[config.mk]
export PLATFORM = sky130hd
export DESIGN_NAME = uart_top
export DESIGN_NICKNAME = d
export VERILOG_FILES = /design/src/verilog/uart_pkg.sv /design/src/verilog/uart_rx.sv /design/src/verilog/uart_tx.sv /design/src/verilog/uart_apb_regs.sv /design/src/verilog/uart_top.sv
export VERILOG_INCLUDE_DIRS = /design/src /design/src/verilog
export SDC_FILE = /design/constraint.sdc
export NUM_CORES = 1
export LEC_CHECK = 0
export BUFFER_PORTS_ARGS = -buffer_cell sky130_fd_sc_hd__clkbuf_2
export CAP_MARGIN = 20
export CORE_AREA = 2 2 128 130
export CTS_BUF_LIST = sky130_fd_sc_hd__clkbuf_8
export CTS_CLUSTER_SIZE = 25
export DETAILED_ROUTE_END_ITERATION = 7
export DIE_AREA = 0 0 130 132
export REMOVE_ABC_BUFFERS = 1
export SLEW_MARGIN = 20
export SYNTH_ARGS = -nofsm -noshare
export SYNTH_HDL_FRONTEND = slang
export SYNTH_HIERARCHICAL = 1
export SYNTH_SLANG_ARGS = --single-unit
[constraint.sdc]
create_clock -name clk_i -period 4.3 [get_ports clk_i]
set_input_delay 0.43 -clock clk_i [delete_from_list [all_inputs] [get_ports clk_i]]
set_output_delay 0.43 -clock clk_i [all_outputs]
set_load 0.05 [all_outputs]
[src/verilog/uart_macros.svh]
`ifndef UART_MACROS_SVH
`define UART_MACROS_SVH

`define UART_ADDR_W 5

// Register offsets on the APB port
`define UART_REG_CTRL   5'h00 // Bit 0 rx_en and bit 1 tx_en
`define UART_REG_BAUD   5'h04 // Clocks per bit in the low half
`define UART_REG_TXDATA 5'h08
`define UART_REG_RXDATA 5'h0C
`define UART_REG_STATUS 5'h10 // Bit 0 tx_busy, bit 1 rx_valid, bit 2 rx_overrun

`define UART_DEFAULT_DIV 16'd16

`endif

[src/verilog/uart_pkg.sv]
`default_nettype none

`include "uart_macros.svh"

package uart_pkg;

  typedef logic [7:0]              uart_byte_t;
  typedef logic [15:0]             uart_div_t; // Clocks per bit
  typedef logic [`UART_ADDR_W-1:0] apb_addr_t;
  typedef logic [31:0]             apb_data_t;

  typedef enum logic [2:0] {rx_idle, rx_start, rx_data, rx_stop, rx_cleanup} rx_state_t;
  typedef enum logic [1:0] {tx_idle, tx_start, tx_data, tx_stop} tx_state_t;

endpackage

`default_nettype wire

[src/verilog/uart_rx.sv]
`timescale 1ns/1ps
`default_nettype none

module uart_rx (
  input  logic                  clk_i,
  input  logic                  rst_ni,
  input  logic                  rx_serial,
  input  logic                  rx_en,
  input  uart_pkg::uart_div_t   clks_per_bit,
  output uart_pkg::uart_byte_t  rx_byte,
  output logic                  rx_done
);

  import uart_pkg::*;

  rx_state_t  state;
  uart_div_t  cnt;
  uart_div_t  half_bit;
  logic [2:0] bit_idx;
  logic       bit_end;
  logic       rx_meta;
  logic       rx_sync;

  // Middle of the start bit and end of a full bit period
  assign half_bit = (clks_per_bit - 16'd1) >> 1;
  assign bit_end  = (cnt == clks_per_bit - 16'd1);

  // Two flop synchronizer, line idles high
  always_ff @(posedge clk_i)
  begin
    if (!rst_ni)
    begin
      rx_meta <= 1'b1;
      rx_sync <= 1'b1;
    end
    else
    begin
      rx_meta <= rx_serial;
      rx_sync <= rx_meta;
    end
  end

  // Disabling the receiver drops any frame in progress
  always_ff @(posedge clk_i)
  begin
    if (!rst_ni || !rx_en)
    begin
      state   <= rx_idle;
      cnt     <= '0;
      bit_idx <= '0;
      rx_done <= 1'b0;
    end
    else
    begin
      rx_done <= 1'b0;
      case (state)
        rx_idle:
        begin
          cnt     <= '0;
          bit_idx <= '0;
          if (!rx_sync) // Falling edge of a start bit
            state <= rx_start;
        end

        rx_start:
        begin
          if (cnt == half_bit)
          begin
            cnt   <= '0;
            state <= rx_sync ? rx_idle : rx_data; // Glitch if already high again
          end
          else
          begin
            cnt <= cnt + 16'd1;
          end
        end

        // Each sample lands in the middle of a data bit
        rx_data:
        begin
          if (bit_end)
          begin
            cnt     <= '0;
            bit_idx <= bit_idx + 3'd1;
            if (bit_idx == 3'd7)
              state <= rx_stop;
          end
          else
          begin
            cnt <= cnt + 16'd1;
          end
        end

        rx_stop:
        begin
          if (bit_end)
          begin
            cnt     <= '0;
            rx_done <= 1'b1;
            state   <= rx_cleanup;
          end
          else
          begin
            cnt <= cnt + 16'd1;
          end
        end

        rx_cleanup:
          state <= rx_idle; // One cycle before the next start can be seen

        default:
          state <= rx_idle;
      endcase
    end
  end

  // LSB arrives first so shift in from the top
  always_ff @(posedge clk_i)
  begin
    if (state == rx_data && bit_end)
      rx_byte <= {rx_sync, rx_byte[7:1]};
  end

endmodule

`default_nettype wire

[src/verilog/uart_tx.sv]
`timescale 1ns/1ps
`default_nettype none

module uart_tx (
  input  logic                  clk_i,
  input  logic                  rst_ni,
  input  logic                  tx_en,
  input  uart_pkg::uart_div_t   clks_per_bit,
  input  logic                  tx_start,
  input  uart_pkg::uart_byte_t  tx_byte,
  output logic                  tx_serial,
  output logic                  tx_busy
);

  import uart_pkg::*;

  tx_state_t  state;
  uart_div_t  cnt;
  uart_byte_t shreg;
  logic [2:0] bit_idx;
  logic       bit_end;
  logic       launch;

  assign bit_end = (cnt == clks_per_bit - 16'd1);
  assign launch  = (state == tx_idle) && tx_start && tx_en;

  // The port tx_start hides the state name, hence uart_pkg::tx_start below
  always_ff @(posedge clk_i)
  begin
    if (!rst_ni)
    begin
      state     <= tx_idle;
      cnt       <= '0;
      bit_idx   <= '0;
      tx_serial <= 1'b1;
      tx_busy   <= 1'b0;
    end
    else
    begin
      case (state)
        tx_idle:
        begin
          cnt     <= '0;
          bit_idx <= '0;
          if (launch)
          begin
            state     <= uart_pkg::tx_start;
            tx_serial <= 1'b0; // Start bit
            tx_busy   <= 1'b1;
          end
        end

        uart_pkg::tx_start:
        begin
          if (bit_end)
          begin
            cnt       <= '0;
            tx_serial <= shreg[0];
            state     <= tx_data;
          end
          else
          begin
            cnt <= cnt + 16'd1;
          end
        end

        tx_data:
        begin
          if (bit_end)
          begin
            cnt     <= '0;
            bit_idx <= bit_idx + 3'd1;
            if (bit_idx == 3'd7)
            begin
              tx_serial <= 1'b1; // Stop bit
              state     <= tx_stop;
            end
            else
            begin
              tx_serial <= shreg[0];
            end
          end
          else
          begin
            cnt <= cnt + 16'd1;
          end
        end

        tx_stop:
        begin
          if (bit_end)
          begin
            cnt     <= '0;
            tx_busy <= 1'b0;
            state   <= tx_idle;
          end
          else
          begin
            cnt <= cnt + 16'd1;
          end
        end

        default:
          state <= tx_idle;
      endcase
    end
  end

  // Next data bit always sits in shreg[0]
  always_ff @(posedge clk_i)
  begin
    if (launch)
      shreg <= tx_byte;
    else if (bit_end && (state == uart_pkg::tx_start || state == tx_data))
      shreg <= {1'b1, shreg[7:1]};
  end

endmodule

`default_nettype wire

[src/verilog/uart_apb_regs.sv]
`timescale 1ns/1ps
`default_nettype none

`include "uart_macros.svh"

module uart_apb_regs (
  input  logic                  clk_i,
  input  logic                  rst_ni,
  input  logic                  psel,
  input  logic                  penable,
  input  logic                  pwrite,
  input  uart_pkg::apb_addr_t   paddr,
  input  uart_pkg::apb_data_t   pwdata,
  input  logic                  tx_busy,
  input  uart_pkg::uart_byte_t  rx_byte,
  input  logic                  rx_done,
  output uart_pkg::apb_data_t   prdata,
  output logic                  pready,
  output logic                  pslverr,
  output logic                  rx_en,
  output logic                  tx_en,
  output uart_pkg::uart_div_t   clks_per_bit,
  output logic                  tx_start,
  output uart_pkg::uart_byte_t  tx_byte
);

  import uart_pkg::*;

  logic       access;
  logic       wr_en;
  logic       rd_en;
  logic       sel_ctrl;
  logic       sel_baud;
  logic       sel_txdata;
  logic       sel_rxdata;
  logic       sel_status;
  logic       unmapped;
  logic       tx_reject;
  logic       rx_read;
  logic       rx_valid;
  logic       rx_overrun;
  uart_byte_t rx_hold;

  assign access = psel && penable; // Access phase, always one cycle
  assign wr_en  = access && pwrite;
  assign rd_en  = access && !pwrite;

  assign sel_ctrl   = (paddr == `UART_REG_CTRL);
  assign sel_baud   = (paddr == `UART_REG_BAUD);
  assign sel_txdata = (paddr == `UART_REG_TXDATA);
  assign sel_rxdata = (paddr == `UART_REG_RXDATA);
  assign sel_status = (paddr == `UART_REG_STATUS);
  assign unmapped   = !(sel_ctrl || sel_baud || sel_txdata || sel_rxdata || sel_status);

  // Transmitter can take a byte only when enabled and idle
  assign tx_reject = sel_txdata && (tx_busy || !tx_en);
  assign rx_read   = rd_en && sel_rxdata;

  assign pready  = 1'b1;
  assign pslverr = access && (unmapped || (pwrite && tx_reject));

  // Start goes out at the access edge so the frame begins on the next cycle
  assign tx_start = wr_en && sel_txdata && !tx_reject;
  assign tx_byte  = pwdata[7:0];

  always_ff @(posedge clk_i)
  begin
    if (!rst_ni)
    begin
      rx_en        <= 1'b0;
      tx_en        <= 1'b0;
      clks_per_bit <= `UART_DEFAULT_DIV;
    end
    else if (wr_en && sel_ctrl)
    begin
      rx_en <= pwdata[0];
      tx_en <= pwdata[1];
    end
    else if (wr_en && sel_baud)
    begin
      clks_per_bit <= pwdata[15:0];
    end
  end

  // A new byte wins over a read in the same cycle
  always_ff @(posedge clk_i)
  begin
    if (!rst_ni)
    begin
      rx_valid   <= 1'b0;
      rx_overrun <= 1'b0;
    end
    else if (rx_done)
    begin
      rx_valid   <= 1'b1;
      rx_overrun <= (rx_valid || rx_overrun) && !rx_read; // Unread byte lost
    end
    else if (rx_read)
    begin
      rx_valid   <= 1'b0;
      rx_overrun <= 1'b0;
    end
  end

  always_ff @(posedge clk_i)
  begin
    if (rx_done)
      rx_hold <= rx_byte;
  end

  // Read mux, both datapaths meet in STATUS
  always_comb
  begin
    case (paddr)
      `UART_REG_CTRL:   prdata = {30'd0, tx_en, rx_en};
      `UART_REG_BAUD:   prdata = {16'd0, clks_per_bit};
      `UART_REG_RXDATA: prdata = {24'd0, rx_hold};
      `UART_REG_STATUS: prdata = {29'd0, rx_overrun, rx_valid, tx_busy};
      default:          prdata = '0; // TXDATA reads as zero
    endcase
  end

endmodule

`default_nettype wire

[src/verilog/uart_top.sv]
`timescale 1ns/1ps
`default_nettype none

module uart_top (
  input  logic                 clk_i,
  input  logic                 rst_ni,
  input  logic                 psel,
  input  logic                 penable,
  input  logic                 pwrite,
  input  uart_pkg::apb_addr_t  paddr,
  input  uart_pkg::apb_data_t  pwdata,
  output uart_pkg::apb_data_t  prdata,
  output logic                 pready,
  output logic                 pslverr,
  input  logic                 rx_serial,
  output logic                 tx_serial
);

  import uart_pkg::*;

  logic       rx_en;
  logic       tx_en;
  logic       tx_start;
  logic       tx_busy;
  logic       rx_done;
  uart_div_t  clks_per_bit; // Shared by both directions
  uart_byte_t tx_byte;
  uart_byte_t rx_byte;

  uart_apb_regs regs_i (
    .clk_i        (clk_i),
    .rst_ni       (rst_ni),
    .psel         (psel),
    .penable      (penable),
    .pwrite       (pwrite),
    .paddr        (paddr),
    .pwdata       (pwdata),
    .tx_busy      (tx_busy),
    .rx_byte      (rx_byte),
    .rx_done      (rx_done),
    .prdata       (prdata),
    .pready       (pready),
    .pslverr      (pslverr),
    .rx_en        (rx_en),
    .tx_en        (tx_en),
    .clks_per_bit (clks_per_bit),
    .tx_start     (tx_start),
    .tx_byte      (tx_byte)
  );

  uart_rx rx_i (
    .clk_i        (clk_i),
    .rst_ni       (rst_ni),
    .rx_serial    (rx_serial),
    .rx_en        (rx_en),
    .clks_per_bit (clks_per_bit),
    .rx_byte      (rx_byte),
    .rx_done      (rx_done)
  );

  uart_tx tx_i (
    .clk_i        (clk_i),
    .rst_ni       (rst_ni),
    .tx_en        (tx_en),
    .clks_per_bit (clks_per_bit),
    .tx_start     (tx_start),
    .tx_byte      (tx_byte),
    .tx_serial    (tx_serial),
    .tx_busy      (tx_busy)
  );

endmodule

`default_nettype wire

## Word level (Yosys, flattened, before mapping)

Index checks and enable logic that the tools add are counted.

| word-level totals | value |
|---|---|
| bits in registers | 92 |
| word-level logic and storage cells | 140 |
| input bits | 43 |
| output and inout bits | 35 |

| cells by class | value |
|---|---|
| multiplexer cells | 37 |
| add/sub/neg operators | 5 |
| bitwise gates (word level) | 2 |
| reduce and logical (&&, ||, !) cells | 52 |
| eq/ne operators | 25 |

Operator list:

| cell | number |
|---|---|
| 16-bit case mux with 4 select lines | 1 |
| 16-bit two-way mux | 3 |
| 16-bit case mux with 3 select lines | 1 |
| 16-bit by 1-bit adder with 16-bit output (second input constant) | 2 |
| 16-bit equality test | 2 |
| 16-bit case mux with 2 select lines | 1 |
| 3-bit two-way mux | 7 |
| 2-bit by 1-bit inequality test with 1-bit output (second input constant) | 9 |
| 16-bit by 15-bit equality test with 1-bit output | 1 |
| 1-bit logical AND | 16 |
| 8-bit two-way mux | 2 |
| 16-bit by 1-bit subtractor with 16-bit output (second input constant) | 1 |
| 2-bit two-way mux | 6 |
| 3-bit case mux with 2 select lines | 2 |
| 3-bit case mux with 4 select lines | 1 |
| 5-bit by 4-bit equality test with 1-bit output (second input constant) | 2 |
| 1-bit two-way mux | 10 |
| 5-bit AND reduction | 2 |
| 2-bit nonzero test | 5 |
| 1-bit logical OR | 9 |
| 2-bit case mux with 4 select lines | 1 |
| 1-bit logical NOT | 7 |
| 3-bit by 1-bit adder with 3-bit output (second input constant) | 2 |
| 3-bit by 2-bit equality test with 1-bit output (second input constant) | 2 |
| other kinds (19) | 26 |

## Depth between registers and ports, before layout

Gate-level depths: netlist (run 1).

| depth | value |
|---|---|
| depth after elaboration | 9 |
| mapped depth | 13 |
| depth with buffers taken out | 10 |

## Modules after synthesis

Netlist (run 1), hierarchy kept.

By module, submodules not included:

| module | area each (um^2) | seq. area each (um^2) | cells each | times used |
|---|---|---|---|---|
| uart_rx | 2533.7 | 740.7 | 316 | 1 |
| uart_tx | 2099.5 | 700.7 | 236 | 1 |
| uart_apb_regs | 1551.5 | 640.6 | 168 | 1 |

## Worst setup path after synthesis (run 1)

No wires, ideal clock.

| path | value |
|---|---|
| path kind | reg-to-reg |
| start point | reg regs_i.clks_per_bit[0] |
| end point | reg rx_i.rx_byte[0] (enable) |
| path buffers | 2 |
| arrival | 3.095 ns |
| cell stages (with the launch flop) | 12 |
| data required time | 3.930 ns |
| path slack | 0.835 ns |
| setup time | 0.370 ns |
| period minus slack after synthesis | 3.465 ns |
| path through | dfxtp_1 -> clkbuf_1 -> inv_1 -> ha_1 -> or4b_1 -> buf_2 -> xor2_1 -> or4_1 -> a211o_1 -> nor4_2 -> nand2_1 -> nor2_1 |

| between the ends | value |
|---|---|
| word-level cells in the longest chain between the ends | 3 |

RTL lines:

| item | RTL line | text |
|---|---|---|
| start, declared | uart_apb_regs.sv:22 | `output uart_pkg::uart_div_t clks_per_bit,` |
| start signal, assigned | uart_apb_regs.sv:72 | `` clks_per_bit <= `UART_DEFAULT_DIV; `` |
| start signal, assigned | uart_apb_regs.sv:81 | `clks_per_bit <= pwdata[15:0];` |
| 16-bit by 1-bit subtractor with 16-bit output | uart_rx.sv:26 | `assign bit_end = (cnt == clks_per_bit - 16'd1);` |
| 16-bit equality test | uart_rx.sv:26 |  |
| 1-bit logical AND | uart_rx.sv:120 | `if (state == rx_data && bit_end)` |
| end signal, assigned | uart_rx.sv:121 | `rx_byte <= {rx_sync, rx_byte[7:1]};` |
| end, declared | uart_rx.sv:10 | `output uart_pkg::uart_byte_t rx_byte,` |

No other way between the ends.
A chain may end at the register's enable or synchronous reset.

## Worst setup path after layout (run 1)

| path | value |
|---|---|
| start point | reg regs_i.clks_per_bit[1] |
| end point | reg rx_i.cnt[6] |

| between the ends | value |
|---|---|
| word-level cells in the longest chain between the ends | 4 |
| elaborated cells between the ends (all ways) | 6 |
| those cells by class | add/sub (1); eq/ne (2); mux (3) |

RTL lines:

| item | RTL line | text |
|---|---|---|
| 16-bit by 1-bit subtractor with 16-bit output * | uart_rx.sv:25, uart_rx.sv:26 |  |
| 16-bit equality test / 16-bit by 15-bit equality test with 1-bit output (equally long branches) | uart_rx.sv:26, uart_rx.sv:67 |  |
| 16-bit two-way mux (on tied branches) | uart_rx.sv:81, uart_rx.sv:96, uart_rx.sv:67 |  |
| 16-bit case mux with 3 select lines * | uart_rx.sv:56 | `case (state)` |
| end signal, assigned | uart_rx.sv:74 | `cnt <= cnt + 16'd1;` |
| end signal, assigned | uart_rx.sv:90 | `cnt <= cnt + 16'd1;` |
| end signal, assigned | uart_rx.sv:104 | `cnt <= cnt + 16'd1;` |
| end, declared | uart_rx.sv:17 | `uart_div_t cnt;` |

Mark *: on every way between the ends. The rest lies on a longest branch, timed or not.

==> qor.csv, run 1 <==
metric,value,unit
insertion delay to the later sink of the worst-skew pair,0.38,ns
post-synthesis async set-or-reset flop share,0,
number of global-route vias before repair,5037,
worst r2r dst,rx_i/cnt[6],
grt total ovfl,0,
Final Hold Vio Count,0,
Reg-to-Reg Start,regs_i/clks_per_bit[1],
IO Pins,78,
TritonCTS clock tree,done,
cell family with most CP delay,simple AND/OR/NAND/NOR gates,
final period utilization,0.9000,
"Buf+Inv Stages, Crit Path",1,
Syn Area/Cell,8.590,µm²
unrepaired setup endpoints after global routing,false,
Tmin final,3.870,ns
Vias/cell,5.369,
Final Cell Area,0.006658,mm²
CP max stage delay,0.67,ns
CTS Root Cell,clkbuf_8,
DR pass1 iterations,5,
Worst-path clk slew,0.10,ns
DR vias,5154,
worst ir drop on vdd,0.0002868,V
worst path cell trace,inv_1 > ha_1 > or4b_1 > nor4b_1 > xnor2_1 > xnor2_1 > a2111oi_0 > a31oi_1 > o21ai_1 > o21ai_0,
CP max-delay cell,or4b_1,
Iteration-0 DRC Markers,347,
status,"finished, final reports clean",
die width,130,µm
Finish-stage setup viols,0,
DP Area,0.006450,mm²
number of synthesized register bits,92,
GP Congestion,0.8877,
die height,132,µm
sequential fraction of the synthesis area,0.3366,
reg2reg setup slack,0.43,ns
headroom to the max-slew limit,0.3227,
Hold Startpoint,rx_serial,
reg2reg path depth,10,
share of cells above drive strength 1,0.1452,
diode count,0,
remaining routing DRC violations,0,
Clock Tree Buf Depth,2,
postcts setup bufs,0,
hold depth,2,
CTS Hold Bufs,0,
"Cell Area, Synth",0.006185,mm²
"most used cell, CP",xnor2_1,
routed length per instance,15.59,µm
Post-synth EDFFs,24,
Setup Skew,0.01817,ns
synth warn,6,
CTS HTree Levels,3,
Layout Nets,796,
Row Count,46,
Port Buf Inserts,44,
CP Class,flip-flop to flip-flop,
clock sinks,92,
max capacitance violation total,0,
cts repair resizes,0,
static leakage,2.471,nW
post-synth cell types,77,
first-pass GRT wire length,25.02,mm
Overall Global Routing Usage,0.1820,
max-slew violations,0,
Initial Util,0.3936,
Worst-Margin Slew,1.008,ns
Tightest Hold Check Type,primary input to flip-flop,
largest net degree at the start of global routing,44,
Worst setup SP type,flip-flop,
total negative slack,0,ns
CTS buffer count,9,
CP required,4.56,ns
Main synth FF type,dfxtp_1,
Synth-to-Final Area Change,7.647,%
Crit Path Max Fanout,12,
Cell Pwr Density,239.9,mW/mm²
Hold Path End,rx_i/rx_meta,
CP arrival,4.13,ns
drt total wl,14.96,mm
crit path capture type,flip-flop,
max frequency,258.4,MHz
post-route ant nets,0,
antenna violations before repair,0,
core area,0.01571,mm²
synthesized instance count,720,
Die ar.,0.01716,mm²
Detailed Place HPWL,10.92,mm
[layout by cell type (no fill, tap or decap), types with 20 or more instances in the layout]
cell type,Yosys,routed
mux2i_1,27,27
xor2_1,20,20
edfxtp_1,24,24
xnor2_1,52,52
nand3_1,27,27
nand2_1,94,94
clkbuf_2,0,44
dfxtp_1,68,68
inv_1,24,24
nor2_1,61,61
[cells by family (layout without fill, tap and decap cells)]
group / count (synthesis) / in the layout / share of synthesized area
and+or+nand+nor: 307 / 307 / 0.2604
AOI/OAI and AO/OA: 104 / 104 / 0.1222
DFF: 92 / 92 / 0.3366
buffers and inverters: 90 / 99 / 0.07829
xor gates and xnor gates: 75 / 75 / 0.1129
muxes: 36 / 36 / 0.06009
adders and majority gates: 14 / 14 / 0.02832
other: 2 / 17 / 0.001214
[registers in the layout, summed over array words and instances (netlist names), 8 cells and up]
register,flops
regs_i/clks_per_bit,16
tx_i/shreg,8
tx_i/cnt,16
regs_i/rx_hold,8
rx_i/rx_byte,8
rx_i/cnt,16
[synthesized netlist by cell type (all sizes together), types with 16 or more instances]
library cell	count	area share
mux2i	27	0.044
xnor2	52	0.074
dfxtp	68	0.22
o21ai	21	0.017
a21oi	17	0.014
nand2	94	0.057
nor2	62	0.040
edfxtp	24	0.12
and2	16	0.016
buf	40	0.048
clkbuf	26	0.016
inv	24	0.015
nand3	27	0.022
xor2	20	0.028
nor3	20	0.019
[cell type report]
| cell class | count | area, µm² |
|---|---|---|
| Timing Repair Buffer | 59 | 332.8 |
| Inverter | 24 | 90.09 |
| Tap cell | 216 | 270.3 |
| Sequential cell | 92 | 2082 |
| Multi-Input combinational cell | 553 | 3675 |
| Clock buffer | 10 | 137.6 |
| Fill cell | 1566 | 9055 |
| Clock inverter | 6 | 70.07 |
[per-layer routing]
layer	up-vias	share of wire	GRT usage
li1	2542	-	-
met3	18	0.065	0.04018
met2	172	0.45	0.2859
met4	0	0.021	0.06332
met1	2422	0.46	0.2458
met5	-	0	0
[where the power goes]
part / internal [mW] / switching [mW]
clock: 0.290 / 0.330
combinational: 0.0220 / 0.0716
sequential: 0.883 / 0.00101
total: 1.20 / 0.402
[worst register-to-register path, delay by kind of cell (launching register included)]
family	cells	cell delay, ns
DFF	1	0.47
adders and majority gates	1	0.28
buffers and inverters	1	0.11
xor gates and xnor gates	2	0.38
AOI/OAI and AO/OA	4	1.24
and+or+nand+nor	2	1.26
[through the flow]
step	hold WS, ns	instances	total power [mW]	util	worst slack (ns)
after floorplan	0.3863	669	0.9654	-	0.8818
after global placement	0.3909	944	0.9967	0.4105	0.6376
after detailed placement	0.3925	944	0.9975	0.4105	0.5209
after CTS	0.2029	960	1.622	0.4237	0.4684
after global routing	0.2220	960	1.658	0.4237	0.1642
final	0.2223	960	1.597	0.4237	0.4299
[worst max path at each step]
stage / start / end / slack (ns) / depth (start not counted)
floorplan: regs_i/clks_per_bit[0] / rx_i/state[0] / 0.88 / 10
global placement: regs_i/clks_per_bit[1] / rx_i/state[0] / 0.64 / 10
detailed placement: regs_i/clks_per_bit[1] / rx_i/cnt[6] / 0.52 / 10
CTS: regs_i/clks_per_bit[1] / rx_i/cnt[6] / 0.47 / 10
global route: regs_i/clks_per_bit[1] / rx_i/cnt[15] / 0.16 / 10
finish: regs_i/clks_per_bit[1] / rx_i/cnt[6] / 0.43 / 10
Note: power is estimated with default switching activity, not from simulation.
==> inputs of run 2 (changes only) <==
--- a/config.mk
+++ b/config.mk
@@ -6,16 +6,16 @@
 export SDC_FILE = /design/constraint.sdc
 export NUM_CORES = 1
 export LEC_CHECK = 0
+export ABC_AREA = 1
 export BUFFER_PORTS_ARGS = -buffer_cell sky130_fd_sc_hd__clkbuf_2
 export CAP_MARGIN = 20
-export CORE_AREA = 2 2 128 130
+export CORE_AREA = 2 2 126 128
 export CTS_BUF_LIST = sky130_fd_sc_hd__clkbuf_8
 export CTS_CLUSTER_SIZE = 25
 export DETAILED_ROUTE_END_ITERATION = 7
-export DIE_AREA = 0 0 130 132
+export DIE_AREA = 0 0 128 130
 export REMOVE_ABC_BUFFERS = 1
 export SLEW_MARGIN = 20
 export SYNTH_ARGS = -nofsm -noshare
 export SYNTH_HDL_FRONTEND = slang
-export SYNTH_HIERARCHICAL = 1
 export SYNTH_SLANG_ARGS = --single-unit
==> qor.csv, run 2 <==
metric,value,unit,change
CP arrival,3.13,ns,-1.00 ns
Iteration-0 DRC Markers,354,,+2.0%
diode count,0,,unchanged
Final Hold Vio Count,0,,unchanged
Layout Nets,1006,,+26%
Hold Path End,rx_i.rx_meta,,
status,"finished, final reports clean",,
antenna violations before repair,0,,unchanged
CTS Hold Bufs,0,,unchanged
most numerous cell in the Yosys netlist,nand2_1,,
CTS HTree Levels,3,,unchanged
Yosys top cell by area,dfxtp_1,,
Overall Global Routing Usage,0.1884,,+0.006402
Layout fillers,1662,,+6.1%
number of synthesized register bits,92,,unchanged
most frequent cells in the layout,"nand2_1 (280), inv_1 (122), nor2_1 (105), nand3_1 (79), dfxtp_1 (68)",,
DR pass1 iterations,5,,unchanged
Initial Util,0.3897,,-0.003932
sequential fraction of the synthesis area,0.3464,,+0.009740
Crit Path Max Fanout,8,,-4
Post-synth top cells,"nand2_1 (280), inv_1 (122), nor2_1 (105)",,
die height,130,µm,-1.5%
CP required,4.32,ns,-0.24 ns
Clock Tree Buf Depth,2,,unchanged
post-synth cell types,42,,-45%
die width,128,µm,-1.5%
Worst-path clk slew,0.10,ns,about the same
worst path cell trace,inv_2 > ha_1 > inv_1 > nand2_1 > nand2_1 > nor2_1 > nor3_1 > nand4_1 > nor3_1 > nand4_1 > nor2_1,,
max frequency,321.6,MHz,+24%
final period utilization,0.7231,,-0.1769
synth warn,0,,-6
CTS Root Cell,clkbuf_8,,
max-slew violations,0,,unchanged
static leakage,3.080,nW,+25%
Vias/cell,4.788,,-11%
# placed instances,1133,,+20%
multi-input combinational cell area,0.003262,mm²,-11%
largest net degree at the start of global routing,29,,-34%
Tmin final,3.109,ns,-0.7607 ns
Synth-to-Final Area Change,7.806,%,
DR vias,5501,,+6.7%
CP max-delay cell,nor2_1,,
postcts setup bufs,0,,unchanged
Worst setup SP type,flip-flop,,
met2 wire length,6.920,mm,+2.6%
share of cells above drive strength 1,0.1118,,-0.03335
first-pass GRT wire length,24.61,mm,-1.7%
Die ar.,0.01664,mm²,-3.0%
CP max stage delay,0.63,ns,-0.04 ns
Main synth FF type,dfxtp_1,,
IO Pins,78,,unchanged
drt total wl,14.91,mm,-0.33%
GP Congestion,0.9231,,+4.0%
synthesized instance count,914,,+27%
crit path capture type,flip-flop,,
number of global-route vias before repair,5005,,-0.64%
core area,0.01542,mm²,-1.8%
worst ir drop on vdd,0.0001999,V,-30%
highest metal used,met4,,
Setup Skew,0.01053,ns,-0.007644 ns
cell family with most CP delay,simple AND/OR/NAND/NOR gates,,
Tightest Hold Check Type,primary input to flip-flop,,
worst r2r dst,rx_i.rx_byte[7],,
Syn Area/Cell,6.576,µm²,-23%
"Cell Area, Synth",0.006011,mm²,-2.8%
Cell Pwr Density,264.3,mW/mm²,+10%
Detailed Place HPWL,11.89,mm,+8.9%
Sequential Area,0.002082,mm²,unchanged
Port Buf Inserts,44,,unchanged
max capacitance violation total,0,,unchanged
hold depth,2,,unchanged
Worst-Margin Slew,0.7438,ns,-0.2644 ns
clock sinks,92,,unchanged
cts repair resizes,0,,unchanged
grt total ovfl,0,,unchanged
"Buf+Inv Stages, Crit Path",2,,+1
routed length per instance,12.98,µm,-17%
CTS buffer count,9,,unchanged
headroom to the max-slew limit,0.5023,,+0.1796
post-layout util,0.4201,,-0.003613
remaining routing DRC violations,0,,unchanged
unrepaired setup endpoints after global routing,false,,
"most common cell after layout, fill and taps aside",nand2_1,,
total negative slack,0,ns,unchanged
reg2reg path depth,11,,+1
Hold WS,0.2375,ns,+0.01522 ns
insertion delay to the later sink of the worst-skew pair,0.39,ns,about the same
met3 wire length,493,µm,-50%
Post-synth EDFFs,24,,unchanged
top post-synthesis cells by area,"dfxtp_1 (23%), nand2_1 (17%), edfxtp_1 (12%)",,
Row Count,46,,unchanged
post-route ant nets,0,,unchanged
post-synthesis async set-or-reset flop share,0,,unchanged
Reg-to-Reg Start,regs_i.clks_per_bit[0],,
Finish-stage setup viols,0,,unchanged
reg2reg setup slack,1.19,ns,+0.76 ns
TritonCTS clock tree,done,,
CP Class,flip-flop to flip-flop,,
post-route met1 wirelength,7.268,mm,+4.9%
share of the synthesized area in the top cell type,0.2265,,+0.006369
Hold Startpoint,rx_serial,,
Layout Cells excl Fill,1149,,+20%
Largest regs,"regs_i.clks_per_bit: 16 flops, rx_i.cnt: 16 flops, tx_i.cnt: 16 flops",,
-- run 2: cell type report --
type	count	share of cell area
Clock buffer	9	0.01912
Clock inverter	7	0.01043
Inverter	127	0.07357
Multi-Input combinational cell	677	0.5034
Sequential cell	92	0.3213
Tap cell	192	0.03707
Timing Repair Buffer	45	0.03514
-- run 2: metrics by stage --
| stage | area [µm²] | power (mW) | setup slack, ns |
|---|---|---|---|
| 2_1_floorplan | 5821 | 1.097 | 1.655 |
| 3_3_place_gp | 6289 | 1.150 | 1.207 |
| 3_5_place_dp | 6289 | 1.152 | 1.195 |
| 4_1_cts | 6480 | 1.739 | 1.188 |
| 5_1_grt | 6480 | 1.802 | 0.9159 |
| 6_report | 6480 | 1.713 | 1.191 |
-- run 2: worst register-to-register path, delay by kind of cell, from the launching register on --
kind / cells / cell delay (ns)
DFF: 1 / 0.47
and+or+nand+nor: 8 / 1.71
buffers and inverters: 2 / 0.25
adders and majority gates: 1 / 0.34
-- run 2: where the power goes --
group | internal (mW) | switching (mW) | total (mW)
sequential | 0.899 | 0.0129 | 0.912
clock | 0.224 | 0.357 | 0.582
combinational | 0.0595 | 0.160 | 0.219
total | 1.18 | 0.530 | 1.71
-- run 2: logic make-up after synthesis --
group,count (synthesis),share of synthesized area
other,2,0.001249
xor gates and xnor gates,23,0.03476
buffers and inverters,160,0.1203
adders and majority gates,11,0.02290
and+or+nand+nor,551,0.4084
AOI/OAI and AO/OA,75,0.06599
DFF,92,0.3464
-- run 2: worst max path at each step --
stage / start / end / slack (ns) / cells after the start
CTS: regs_i.clks_per_bit[0] / rx_i.rx_byte[7] / 1.19 / 11
global route: regs_i.clks_per_bit[0] / rx_i.rx_byte[7] / 0.92 / 11
detailed placement: regs_i.clks_per_bit[0] / rx_i.rx_byte[3] / 1.19 / 11
finish: regs_i.clks_per_bit[0] / rx_i.rx_byte[7] / 1.19 / 11
global placement: regs_i.clks_per_bit[0] / rx_i.rx_byte[2] / 1.21 / 11
floorplan: paddr[1] / prdata[3] / 1.65 / 7
-- run 2: routing by layer --
layer  vias up  track usage
li1       2928            -
met1      2469       0.2492
met2        92       0.3161
met3        12      0.03239
met4         0      0.05818
met5         -            0
